File: src/ctrl_cfg.svh
`ifndef CTRL_CFG_SVH
`define CTRL_CFG_SVH

// Instruction fields
`define OP_W 6
`define FUNCT_W 6

// Step counter
`define STEP_W 3

// Memory read steps before the instruction register loads
`define FETCH_READ_STEPS 3

`define MEM_ADDR_STEPS 4    // Address calc plus wait steps
`define EXC_READ_STEPS 3    // Vector read steps

// iord codes that select the exception vector address
`define EXC_OP_INEX 3'd3
`define EXC_OVERFLOW 3'd4

`endif

File: src/ctrl_datapath_pkg.sv
package ctrl_datapath_pkg;

        typedef enum logic [1:0] {
                pc_alu_out = 2'b00,
                pc_offset  = 2'b01,     // Jump target
                pc_load    = 2'b10      // Vector from memory
        } pc_src_t;

        typedef enum logic [1:0] {
                src_a_pc  = 2'b00,
                src_a_reg = 2'b10
        } alu_src_a_t;

        typedef enum logic [1:0] {
                src_b_reg    = 2'b00,
                src_b_four   = 2'b01,
                src_b_imm    = 2'b10,
                src_b_branch = 2'b11    // Shifted offset
        } alu_src_b_t;

        typedef enum logic [2:0] {
                alu_add = 3'b001,
                alu_sub = 3'b010,
                alu_and = 3'b011,
                alu_cmp = 3'b111
        } alu_op_t;

        typedef logic [2:0] iord_t;

        localparam iord_t iord_pc  = 3'd0;
        localparam iord_t iord_alu = 3'd1;

        typedef enum logic [2:0] {dst_rt = 3'b000, dst_rd = 3'b001} reg_dst_t;

        typedef enum logic [2:0] {data_alu = 3'b000, data_mem = 3'b001} reg_data_t;

endpackage

File: src/ctrl_isa_pkg.sv
`include "ctrl_cfg.svh"

package ctrl_isa_pkg;

        typedef logic [`OP_W-1:0] opcode_t;
        typedef logic [`FUNCT_W-1:0] funct_t;
        typedef logic [`STEP_W-1:0] step_t;
        typedef logic [2:0] exc_code_t;

        // Opcodes
        localparam opcode_t op_rtype = 6'h00;
        localparam opcode_t op_j     = 6'h02;
        localparam opcode_t op_beq   = 6'h04;
        localparam opcode_t op_bne   = 6'h05;
        localparam opcode_t op_addi  = 6'h08;
        localparam opcode_t op_lw    = 6'h23;
        localparam opcode_t op_sw    = 6'h2b;

        // R-type function codes
        localparam funct_t fn_add = 6'h20;
        localparam funct_t fn_sub = 6'h22;
        localparam funct_t fn_and = 6'h24;

        typedef enum logic [3:0] {
                cls_add, cls_sub, cls_and, cls_addi,
                cls_beq, cls_bne, cls_lw, cls_sw,
                cls_j, cls_invalid
        } instr_class_t;

        typedef enum logic [3:0] {
                ph_fetch,
                ph_decode,
                ph_alu,
                ph_branch,
                ph_branch_write,
                ph_mem,
                ph_load,
                ph_store,
                ph_jump,
                ph_exception
        } phase_t;

endpackage

File: src/step_if.sv
`timescale 1ns/1ps

interface step_if import ctrl_isa_pkg::*; ();

        phase_t phase;
        step_t step;
        exc_code_t exc_code;            // Zero unless an exception is pending or active
        logic branch_taken;
        instr_class_t instr_class;

        modport seq (
                output phase, step, exc_code, branch_taken, instr_class
        );

        modport enc (
                input phase, step, exc_code, branch_taken, instr_class
        );

endinterface

File: src/control_encoder.sv
`timescale 1ns/1ps
`include "ctrl_cfg.svh"

module control_encoder import ctrl_isa_pkg::*; import ctrl_datapath_pkg::*; (
        input logic clk,
        input logic reset,
        step_if.enc step_bus,
        output pc_src_t pc_src,
        output alu_src_a_t alu_src_a,
        output alu_src_b_t alu_src_b,
        output alu_op_t alu_op,
        output iord_t iord,
        output reg_dst_t reg_dst,
        output reg_data_t reg_data,
        output logic wr,
        output logic ir_write,
        output logic pc_write,
        output logic bank_write,
        output logic epc_write,
        output logic a_write,
        output logic b_write,
        output logic alu_out_write,
        output logic mem_reg_write
);

        logic is_addi;

        assign is_addi = (step_bus.instr_class == cls_addi);

        always_ff @(posedge clk) begin
                // Defaults give PC + 4 on the instruction address
                pc_src <= pc_alu_out;
                alu_src_a <= src_a_pc;
                alu_src_b <= src_b_four;
                alu_op <= alu_add;
                iord <= iord_pc;
                reg_dst <= dst_rt;
                reg_data <= data_alu;
                {wr, ir_write, pc_write, bank_write, epc_write} <= '0;
                {a_write, b_write, alu_out_write, mem_reg_write} <= '0;

                if (!reset) begin
                        case (step_bus.phase)
                                ph_fetch: begin
                                        if (step_bus.step < step_t'(`FETCH_READ_STEPS)) begin
                                                alu_out_write <= 1'b1;
                                        end else begin
                                                ir_write <= 1'b1;
                                                pc_write <= 1'b1;
                                        end
                                end
                                ph_decode: begin
                                        if (step_bus.step == '0) begin
                                                alu_src_b <= src_b_branch;  // Early branch target
                                                a_write <= 1'b1;
                                                b_write <= 1'b1;
                                                alu_out_write <= 1'b1;
                                        end
                                end
                                ph_alu: begin
                                        alu_src_a <= src_a_reg;
                                        alu_src_b <= is_addi ? src_b_imm : src_b_reg;
                                        reg_dst <= is_addi ? dst_rt : dst_rd;
                                        case (step_bus.instr_class)
                                                cls_sub: alu_op <= alu_sub;
                                                cls_and: alu_op <= alu_and;
                                                default: alu_op <= alu_add;
                                        endcase
                                        if (step_bus.step == '0)
                                                alu_out_write <= 1'b1;
                                        else if (step_bus.exc_code == '0)
                                                bank_write <= 1'b1;
                                end
                                ph_branch: begin
                                        alu_src_a <= src_a_reg;
                                        alu_src_b <= src_b_reg;
                                        alu_op <= alu_cmp;
                                end
                                ph_branch_write: pc_write <= 1'b1;
                                ph_mem: begin
                                        alu_src_a <= src_a_reg;
                                        alu_src_b <= src_b_imm;
                                        if (step_bus.step == '0)
                                                alu_out_write <= 1'b1;
                                        else
                                                iord <= iord_alu;
                                        if (step_bus.step == step_t'(`MEM_ADDR_STEPS - 1))
                                                mem_reg_write <= 1'b1;
                                end
                                ph_load: begin
                                        reg_data <= data_mem;
                                        bank_write <= 1'b1;
                                end
                                ph_store: begin
                                        iord <= iord_alu;
                                        wr <= 1'b1;
                                end
                                ph_jump: begin
                                        pc_src <= pc_offset;
                                        pc_write <= 1'b1;
                                end
                                ph_exception: begin
                                        pc_src <= pc_load;
                                        if (step_bus.step < step_t'(`EXC_READ_STEPS)) begin
                                                alu_op <= alu_sub;  // EPC gets PC - 4
                                                iord <= step_bus.exc_code;
                                                epc_write <= 1'b1;
                                                mem_reg_write <= 1'b1;
                                        end else begin
                                                pc_write <= 1'b1;
                                        end
                                end
                                default: ;
                        endcase
                end
        end

        a_ir_with_pc: assert property (@(posedge clk) disable iff (reset)
                ir_write |-> pc_write);

        a_bank_not_wr: assert property (@(posedge clk) disable iff (reset)
                !(bank_write && wr));

        // Target write only after the sequencer saw the branch condition
        a_branch_write: assert property (@(posedge clk) disable iff (reset)
                step_bus.phase == ph_branch_write |-> $past(step_bus.branch_taken));

endmodule

File: src/control_unit.sv
`timescale 1ns/1ps

module control_unit import ctrl_isa_pkg::*; import ctrl_datapath_pkg::*; (
        input logic clk,
        input logic reset,
        input opcode_t op,
        input funct_t funct,
        input logic zero,
        input logic overflow,
        input logic eq,
        output pc_src_t pc_src,
        output alu_src_a_t alu_src_a,
        output alu_src_b_t alu_src_b,
        output alu_op_t alu_op,
        output iord_t iord,
        output reg_dst_t reg_dst,
        output reg_data_t reg_data,
        output logic wr,
        output logic ir_write,
        output logic pc_write,
        output logic bank_write,
        output logic epc_write,
        output logic a_write,
        output logic b_write,
        output logic alu_out_write,
        output logic mem_reg_write
);

        instr_class_t instr_class;
        logic decode_capture;

        step_if step_bus ();

        instr_decoder u_decoder (
                .clk            (clk),
                .reset          (reset),
                .op             (op),
                .funct          (funct),
                .decode_capture (decode_capture),
                .instr_class    (instr_class)
        );

        step_sequencer u_sequencer (
                .clk            (clk),
                .reset          (reset),
                .instr_class    (instr_class),
                .overflow       (overflow),
                .eq             (eq),
                .decode_capture (decode_capture),
                .step_bus       (step_bus.seq)
        );

        control_encoder u_encoder (
                .clk           (clk),
                .reset         (reset),
                .step_bus      (step_bus.enc),
                .pc_src        (pc_src),
                .alu_src_a     (alu_src_a),
                .alu_src_b     (alu_src_b),
                .alu_op        (alu_op),
                .iord          (iord),
                .reg_dst       (reg_dst),
                .reg_data      (reg_data),
                .wr            (wr),
                .ir_write      (ir_write),
                .pc_write      (pc_write),
                .bank_write    (bank_write),
                .epc_write     (epc_write),
                .a_write       (a_write),
                .b_write       (b_write),
                .alu_out_write (alu_out_write),
                .mem_reg_write (mem_reg_write)
        );

endmodule

File: src/instr_decoder.sv
`timescale 1ns/1ps

module instr_decoder import ctrl_isa_pkg::*; (
        input logic clk,
        input logic reset,
        input opcode_t op,
        input funct_t funct,
        input logic decode_capture,
        output instr_class_t instr_class
);

        instr_class_t class_d;

        always_comb begin
                class_d = cls_invalid;
                case (op)
                        op_rtype: begin
                                case (funct)
                                        fn_add: class_d = cls_add;
                                        fn_sub: class_d = cls_sub;
                                        fn_and: class_d = cls_and;
                                        default: class_d = cls_invalid;
                                endcase
                        end
                        op_addi: class_d = cls_addi;
                        op_beq: class_d = cls_beq;
                        op_bne: class_d = cls_bne;
                        op_lw: class_d = cls_lw;
                        op_sw: class_d = cls_sw;
                        op_j: class_d = cls_j;
                        default: class_d = cls_invalid;
                endcase
        end

        // Held for the rest of the instruction
        always_ff @(posedge clk) begin
                if (reset) begin
                        instr_class <= cls_invalid;
                end else if (decode_capture) begin
                        instr_class <= class_d;
                end
        end

endmodule

File: src/step_sequencer.sv
`timescale 1ns/1ps
`include "ctrl_cfg.svh"

module step_sequencer import ctrl_isa_pkg::*; (
        input logic clk,
        input logic reset,
        input instr_class_t instr_class,
        input logic overflow,
        input logic eq,
        output logic decode_capture,
        step_if.seq step_bus
);

        phase_t phase;
        phase_t phase_d;
        step_t step;
        exc_code_t exc_q;
        logic at_last;
        logic checks_ovf;
        logic ovf_trap;
        logic taken;

        function automatic step_t last_step(phase_t ph);
                case (ph)
                        ph_fetch: return step_t'(`FETCH_READ_STEPS);
                        ph_decode, ph_alu: return step_t'(1);
                        ph_mem: return step_t'(`MEM_ADDR_STEPS - 1);
                        ph_exception: return step_t'(`EXC_READ_STEPS);
                        default: return '0;
                endcase
        endfunction

        assign at_last = (step == last_step(phase));
        assign decode_capture = (phase == ph_decode) && (step == '0);

        assign checks_ovf = (instr_class == cls_add) || (instr_class == cls_sub) ||
                            (instr_class == cls_addi);
        assign ovf_trap = (phase == ph_alu) && at_last && checks_ovf && overflow;

        // bne takes the branch on unequal operands
        assign taken = (phase == ph_branch) && ((instr_class == cls_beq) ? eq : !eq);

        always_comb begin
                phase_d = ph_fetch;
                case (phase)
                        ph_fetch: phase_d = ph_decode;
                        ph_decode: begin
                                case (instr_class)
                                        cls_add, cls_sub, cls_and, cls_addi: phase_d = ph_alu;
                                        cls_beq, cls_bne: phase_d = ph_branch;
                                        cls_lw, cls_sw: phase_d = ph_mem;
                                        cls_j: phase_d = ph_jump;
                                        default: phase_d = ph_exception;
                                endcase
                        end
                        ph_alu: phase_d = ovf_trap ? ph_exception : ph_fetch;
                        ph_branch: phase_d = taken ? ph_branch_write : ph_fetch;
                        ph_mem: phase_d = (instr_class == cls_sw) ? ph_store : ph_load;
                        default: phase_d = ph_fetch;
                endcase
        end

        always_ff @(posedge clk) begin
                if (reset) begin
                        phase <= ph_fetch;
                        step <= '0;
                        exc_q <= '0;
                end else if (!at_last) begin
                        step <= step + step_t'(1);
                end else begin
                        phase <= phase_d;
                        step <= '0;
                        if (phase_d == ph_exception) begin
                                exc_q <= (phase == ph_decode) ? exc_code_t'(`EXC_OP_INEX) :
                                                                exc_code_t'(`EXC_OVERFLOW);
                        end else begin
                                exc_q <= '0;
                        end
                end
        end

        assign step_bus.phase = phase;
        assign step_bus.step = step;
        assign step_bus.branch_taken = taken;
        assign step_bus.instr_class = instr_class;
        // Overflow shows up early so the encoder can drop the write
        assign step_bus.exc_code = ovf_trap ? exc_code_t'(`EXC_OVERFLOW) : exc_q;

        a_step_range: assert property (@(posedge clk) disable iff (reset)
                step <= last_step(phase));

endmodule

File: config.mk
export PLATFORM = sky130hd
export DESIGN_NAME = control_unit
export DESIGN_NICKNAME = d
export VERILOG_FILES = /design/src/ctrl_datapath_pkg.sv /design/src/ctrl_isa_pkg.sv /design/src/step_if.sv /design/src/control_encoder.sv /design/src/control_unit.sv /design/src/instr_decoder.sv /design/src/step_sequencer.sv
export VERILOG_INCLUDE_DIRS = /design/src
export SDC_FILE = /design/constraint.sdc
export NUM_CORES = 1
export LEC_CHECK = 0
export BUFFER_PORTS_ARGS = -buffer_cell sky130_fd_sc_hd__buf_2
export CAP_MARGIN = 10
export CELL_PAD_IN_SITES_DETAIL_PLACEMENT = 1
export CELL_PAD_IN_SITES_GLOBAL_PLACEMENT = 2
export CORE_MARGIN = 5
export CORE_UTILIZATION = 31
export CTS_CLUSTER_SIZE = 40
export DETAILED_ROUTE_END_ITERATION = 10
export PLACE_DENSITY = 0.75
export SLEW_MARGIN = 25
export SYNTH_ARGS = -nofsm -noshare
export SYNTH_HDL_FRONTEND = slang
export SYNTH_SLANG_ARGS = --single-unit
File: constraint.sdc
create_clock -name clk -period 2.7 [get_ports clk]
set_input_delay 0.405 -clock clk [delete_from_list [all_inputs] [get_ports clk]]
set_output_delay 0.405 -clock clk [all_outputs]
set_load 0.005 [all_outputs]
After elaboration in Yosys (flattened, before gate mapping)
Memories as Yosys holds them, arrays and structs flattened. A register that Yosys moved wholly into a read port is not among the register bits.
Cells that the tools add are included.
W data, S select, Z words.
{"block": "classes", "addsub": 1, "multipliers": 0, "div": 0, "order_cmp": 1, "eq_ne": 26, "shifts": 0, "mux": 37, "bitwise_logic": 4, "n_reduce_logical": 24}
{"operator": "$eq A6 B6 Y1 const B", "count": 5}
{"operator": "$pmux W4 S7", "count": 1}
{"operator": "$eq A4 B3 Y1 const B", "count": 6}
{"operator": "$pmux W4 S5", "count": 1}
{"operator": "$pmux W3 S3", "count": 2}
{"operator": "$eq A4 B2 Y1 const B", "count": 4}
{"operator": "$reduce_or A2 Y1", "count": 8}
{"operator": "$mux W3", "count": 5}
{"operator": "$eq A4 B4 Y1 const B", "count": 3}
{"operator": "$eq A6 B3 Y1 const B", "count": 2}
{"operator": "$mux W1", "count": 12}
{"operator": "$mux W4", "count": 3}
{"operator": "$pmux W2 S2", "count": 3}
{"operator": "$pmux W4 S3", "count": 1}
{"operator": "$reduce_or A3 Y1", "count": 3}
{"operator": "$eq A4 B1 Y1 const B", "count": 2}
{"operator": "$logic_not A4 Y1", "count": 2}
{"operator": "$mux W2", "count": 4}
{"operator": "$pmux W1 S2", "count": 4}
{"operator": "$pmux W2 S4", "count": 1}
{"operator": "$eq A6 B2 Y1 const B", "count": 1}
{"operator": "$eq A6 B4 Y1 const B", "count": 1}
{"operator": "$logic_not A3 Y1", "count": 2}
{"operator": "$logic_not A6 Y1", "count": 1}
{"operator": "other kinds (8)", "count": 16}
{"block": "word_totals", "ff_bits": 40, "latchBits": 0, "ramBits": 0, "romBits": 64, "inputBits": 17, "out_inout_bits": 27, "word_cells": 113, "n_memories": 1}
{"name": "(no name shown)", "words": 16, "width": 4, "read_ports": 1, "rd_clocked_by_memory_dff": 1, "wr": 0, "line": "step_sequencer.sv:48", "rtl": "case (instr_class)"}

Logic depth before layout (Yosys ltp)
{"block": "logic_depth", "ltp_word": 12, "depth_mapped": 7, "ltp_nobuf": 7}

Modules after synthesis
Synthesis repeated with hierarchy kept, for this count alone.
{"block": "hier_totals", "cells_unflattened": 211, "hier_area_um2": 1916.8}
{"module": "control_encoder", "n_inst": 1, "cells_each": 97, "area_each_um2": 952.2, "seq_area_each_um2": 420.4}
{"module": "step_sequencer", "n_inst": 1, "cells_each": 79, "area_each_um2": 671.9, "seq_area_each_um2": 180.2}
{"module": "instr_decoder", "n_inst": 1, "cells_each": 35, "area_each_um2": 292.8, "seq_area_each_um2": 80.1}

Worst setup path before layout
No wires, ideal clock.
{"block": "synth_path", "path_kind": "input -> register", "start": "input op[5]", "end": "register (tool-made name)", "setup_time_ps": 120, "t_arrival_ps": 1854, "t_required_ps": 2580, "slack_ps": 726, "stages": 6, "path_buffers": 1, "cell_sequence": "clkbuf_1 -> and4b_1 -> a211oi_1 -> or3_1 -> o31a_1 -> o31a_1"}
{"item": "start: declaration", "line": "control_unit.sv:6", "rtl": "input opcode_t op,"}

Worst setup path after layout
{"block": "layout_path", "start": "register u_sequencer.phase[2], in the netlist u_sequencer.step_bus.phase[2]", "end": "register u_encoder.bank_write"}
{"block": "layout_via", "elab_chain_len": 12, "word_cells_on_any_way": 18, "cone_classes": "eq/ne: 6; mux: 5; reduce/logical: 7"}
{"item": "start: declaration", "line": "step_sequencer.sv:14", "rtl": "phase_t phase;"}
{"item": "start signal: assignment", "line": "step_sequencer.sv:65", "rtl": "phase <= ph_fetch;"}
{"item": "start signal: assignment", "line": "step_sequencer.sv:71", "rtl": "phase <= phase_d;"}
{"item": "$eq A4 B3 Y1 (tied with other cells)", "line": "step_sequencer.sv:24", "rtl": "case (ph)"}
{"item": "$reduce_or A3 Y1 (no source line) / $reduce_or A2 Y1 (equally long branches)"}
{"item": "$pmux W2 S2", "line": "step_sequencer.sv:24"}
{"item": "$eq A3 B2 Y1", "line": "step_sequencer.sv:33", "rtl": "assign at_last = (step == last_step(phase));"}
{"item": "$logic_and A1 B1 Y1 (3 in a row)", "line": "step_sequencer.sv:38", "rtl": "assign ovf_trap = (phase == ph_alu) && at_last && checks_ovf && overflow;"}
{"item": "$mux W3", "line": "step_sequencer.sv:87", "rtl": "assign step_bus.exc_code = ovf_trap ? exc_code_t'(`EXC_OVERFLOW) : exc_q;"}
{"item": "$logic_not A3 Y1", "line": "control_encoder.sv:71", "rtl": "else if (step_bus.exc_code == '0)"}
{"item": "$mux W1", "line": "control_encoder.sv:71"}
{"item": "$mux W1", "line": "control_encoder.sv:69", "rtl": "if (step_bus.step == '0)"}
{"item": "$pmux W1 S2 (*)", "line": "control_encoder.sv:43", "rtl": "case (step_bus.phase)"}
{"item": "end signal: assignment", "line": "control_encoder.sv:39", "rtl": "{wr, ir_write, pc_write, bank_write, epc_write} <= '0;"}
{"item": "end signal: assignment", "line": "control_encoder.sv:72", "rtl": "bank_write <= 1'b1;"}
{"item": "end signal: assignment", "line": "control_encoder.sv:92", "rtl": "bank_write <= 1'b1;"}
{"item": "end: declaration", "line": "control_encoder.sv:18", "rtl": "output logic bank_write,"}
Mark *: on every way between the ends. The rest lies on a longest branch, timed or not.
A chain may end at the register's enable or synchronous reset.

==> flow_summary.toml <==
[clock_network]
ctsHoldBuffers = 0
cts_buffer_depth = 2
root_buffer = "clkbuf_8"
post-cts-setup-buffers = 0
clock_latency_ps = 280
cts_tree = "built"
clk_pin_slew_ps = 70
cts_resized = 0
cts_made_buffers = 5
htreeDepth = 2
clkSinkCount = 38

[floorplanning]
dieArea_um2 = 7910
die_w_um = 88.9
initial_utilization = 0.322
die_h_um = 88.9
ios = 44
coreArea_um2 = 5990
rows = 28

[cells_and_area]
fin_util = 0.374
final_cell_mix = "dfxtp_1, buf_2, nor2_1"
drive_gt1_frac = 0.221
final_net_count = 281
syn2layout_area_growth_pct = 16.0
num_antenna_cells = 0
layout_commonest_cell = "dfxtp_1"

[global_routing]
grt_pass1_vias = 1722
grt_use_total = 0.136
antenna_found_initial = 0
grt_pass1_wl_um = 8340
grt_start_max_net_pins = 18
grt-ovfl-total = 0

[placed_design]
portBuffers = 37
gp_congestion = 0.789
hpwl_um = 3850

[detailed_routing]
postRouteAntennaNets = 0
drt_wl_total_um = 5040
dr_total_vias = 1691
drt_iter0_markers = 55
first_pass_iters = 4
wire_per_inst_um = 15.0
via_per_inst = 5.02
remaining_drc_errors = 0

[flow_run]
drv_cap = 0

[synth]
yosysUniqueCellTypes = 61
synth_compound_area_frac = 0.180
synth-edff-count = 0
avgSynthCellArea_um2 = 8.43
synth_area_um2 = 1930
synth_cells = 229
synth-xor-area-share = 0.0136
synth-seq-cells = 38
synthSimpleGateAreaFrac = 0.293
postSynth.asyncResetShare = 0
yosys_warnings = 0
synth_top_family_by_area = "simple AND/OR/NAND/NOR gates"
synthAdderAreaFrac = 0.0194
synth_ff_type = "dfxtp_1"
muxShareOfSynthArea = 0.0214
synth-seq-area-share = 0.394

[sta]
finalHoldViolCount = 0
fmax_mhz = 436
fin_crit_sh = 0.850
finClkSkew_ps = 5.85
setup_viol = 0
slew_headroom = 0.557
worstMarginPinSlew_ps = 657
finalCriticalPeriod_ps = 2300
rsz0062_at_grt = "false"
drv_slew = 0
tns_ps = 0

[critical_path]
path_cells = "or3b_1 > nor4_1 > nand3_1 > nor3_1 > o31ai_1"
worstSetupEndpointType = "flop"
crit_type = "flop to flop"
arrival_ps = 2450
startpoint_type = "flop"
path_buf_inv = 0
critPathRequiredTime_ps = 2860
cp_max_fo = 15
slowest_delay_ps = 600
cp_top_family = "simple AND/OR/NAND/NOR gates"
cp_slowest_cell = "or3b_1"

[pwr]
p_int_mw = 0.959
power_switching_mw = 0.472
ir_worst_vdd_uv = 213
p_clk_frac = 0.277
p_seq_frac = 0.443
p_leak_nw = 0.924
cellPowerDensity_nw_per_um2 = 639
combPwrFrac = 0.280
sw_frac_of_total = 0.330

[min_path]
hp-class = "flop to flop"

[run_status]
status = "finished, final reports clean"
-- power groups by stage --
| stage | sequential, mW | combinational, mW | clock, mW |
|---|---|---|---|
| finish | 0.634 | 0.401 | 0.396 |
| global route | 0.640 | 0.453 | 0.445 |
| detailed placement | 0.648 | 0.401 | 0 |
| CTS | 0.634 | 0.404 | 0.413 |
| global placement | 0.646 | 0.398 | 0 |
| floorplan | 0.636 | 0.301 | 0 |
-- final timing paths --
check / start / cells after the start / slack (ps) / to
setup / recovery: u_sequencer.step_bus.phase[2] / 5 / 400 / u_encoder.bank_write
hold / removal: u_sequencer.step_bus.step[0] / 1 / 490 / u_sequencer.step_bus.step[0]
setup reg to reg: u_sequencer.step_bus.phase[2] / 5 / 400 / u_encoder.bank_write
hold reg to reg: u_sequencer.step_bus.step[0] / 1 / 490 / u_sequencer.step_bus.step[0]
-- synth_stat cells, types with 2 or more instances --
cell type | number | area [um^2]
dfxtp_1 | 38 | 761
o31ai_1 | 2 | 15.0
nand2b_1 | 6 | 37.5
nor2_1 | 24 | 90.1
nor3_1 | 9 | 45.0
buf_4 | 8 | 60.1
o31a_1 | 2 | 17.5
o2111ai_1 | 2 | 17.5
nand3_1 | 5 | 25.0
clkbuf_1 | 11 | 41.3
ha_1 | 3 | 37.5
nor2b_1 | 7 | 43.8
o21ai_0 | 8 | 40.0
a32o_1 | 2 | 20.0
or2_2 | 3 | 18.8
or4_1 | 2 | 15.0
xor2_1 | 2 | 17.5
nor3b_1 | 2 | 15.0
a211oi_1 | 3 | 22.5
o22ai_1 | 2 | 12.5
inv_1 | 7 | 26.3
and2_1 | 3 | 18.8
nand2_1 | 18 | 67.6
nor4b_1 | 3 | 26.3
or3_1 | 4 | 25.0
nor4_1 | 2 | 12.5
mux2i_1 | 3 | 30.0
a21oi_1 | 10 | 50.1
a21o_1 | 3 | 22.5
a31oi_1 | 4 | 25.0
-- kinds of logic (layout without fill, tap and decap cells) --
| family | after synthesis | count (layout) |
|---|---|---|
| adder cells (fa/ha/maj) | 3 | 3 |
| other | 1 | 5 |
| flip-flops | 38 | 38 |
| AO/OA/AOI/OAI | 50 | 50 |
| multiplexers | 4 | 4 |
| AND/OR/NAND/NOR | 101 | 101 |
| XOR/XNOR | 3 | 3 |
| buffers and inverters | 29 | 58 |
-- routing by layer --
metal,up-vias,GRT usage,wire length [um]
met5,-,0,0
met4,0,0.0536,44
met3,4,0.0341,288
met2,44,0.218,2310
met1,778,0.175,2400
li1,865,-,-
-- metrics by stage --
step | power (mW) | area [um^2] | hold WS (ps) | std cells | setup slack (ps)
after floorplan | 0.937 | 1950 | 441 | 233 | 726
after global placement | 1.04 | 2150 | 469 | 329 | 407
after detailed placement | 1.05 | 2150 | 476 | 329 | 407
after CTS | 1.45 | 2240 | 494 | 337 | 390
after global routing | 1.54 | 2240 | 513 | 337 | 175
final | 1.43 | 2240 | 490 | 337 | 405
-- layout make-up --
type                       count  area (um^2)
clock buffer                   7         86.3
timing repair buffer          43          230
sequential                    38          761
multi-input combinational    166         1040
clock inverter                 1         5.00
tap                           75         93.8
fill                         752         3750
inverter                       7         26.3
Note: power is estimated with default switching activity, not from simulation.
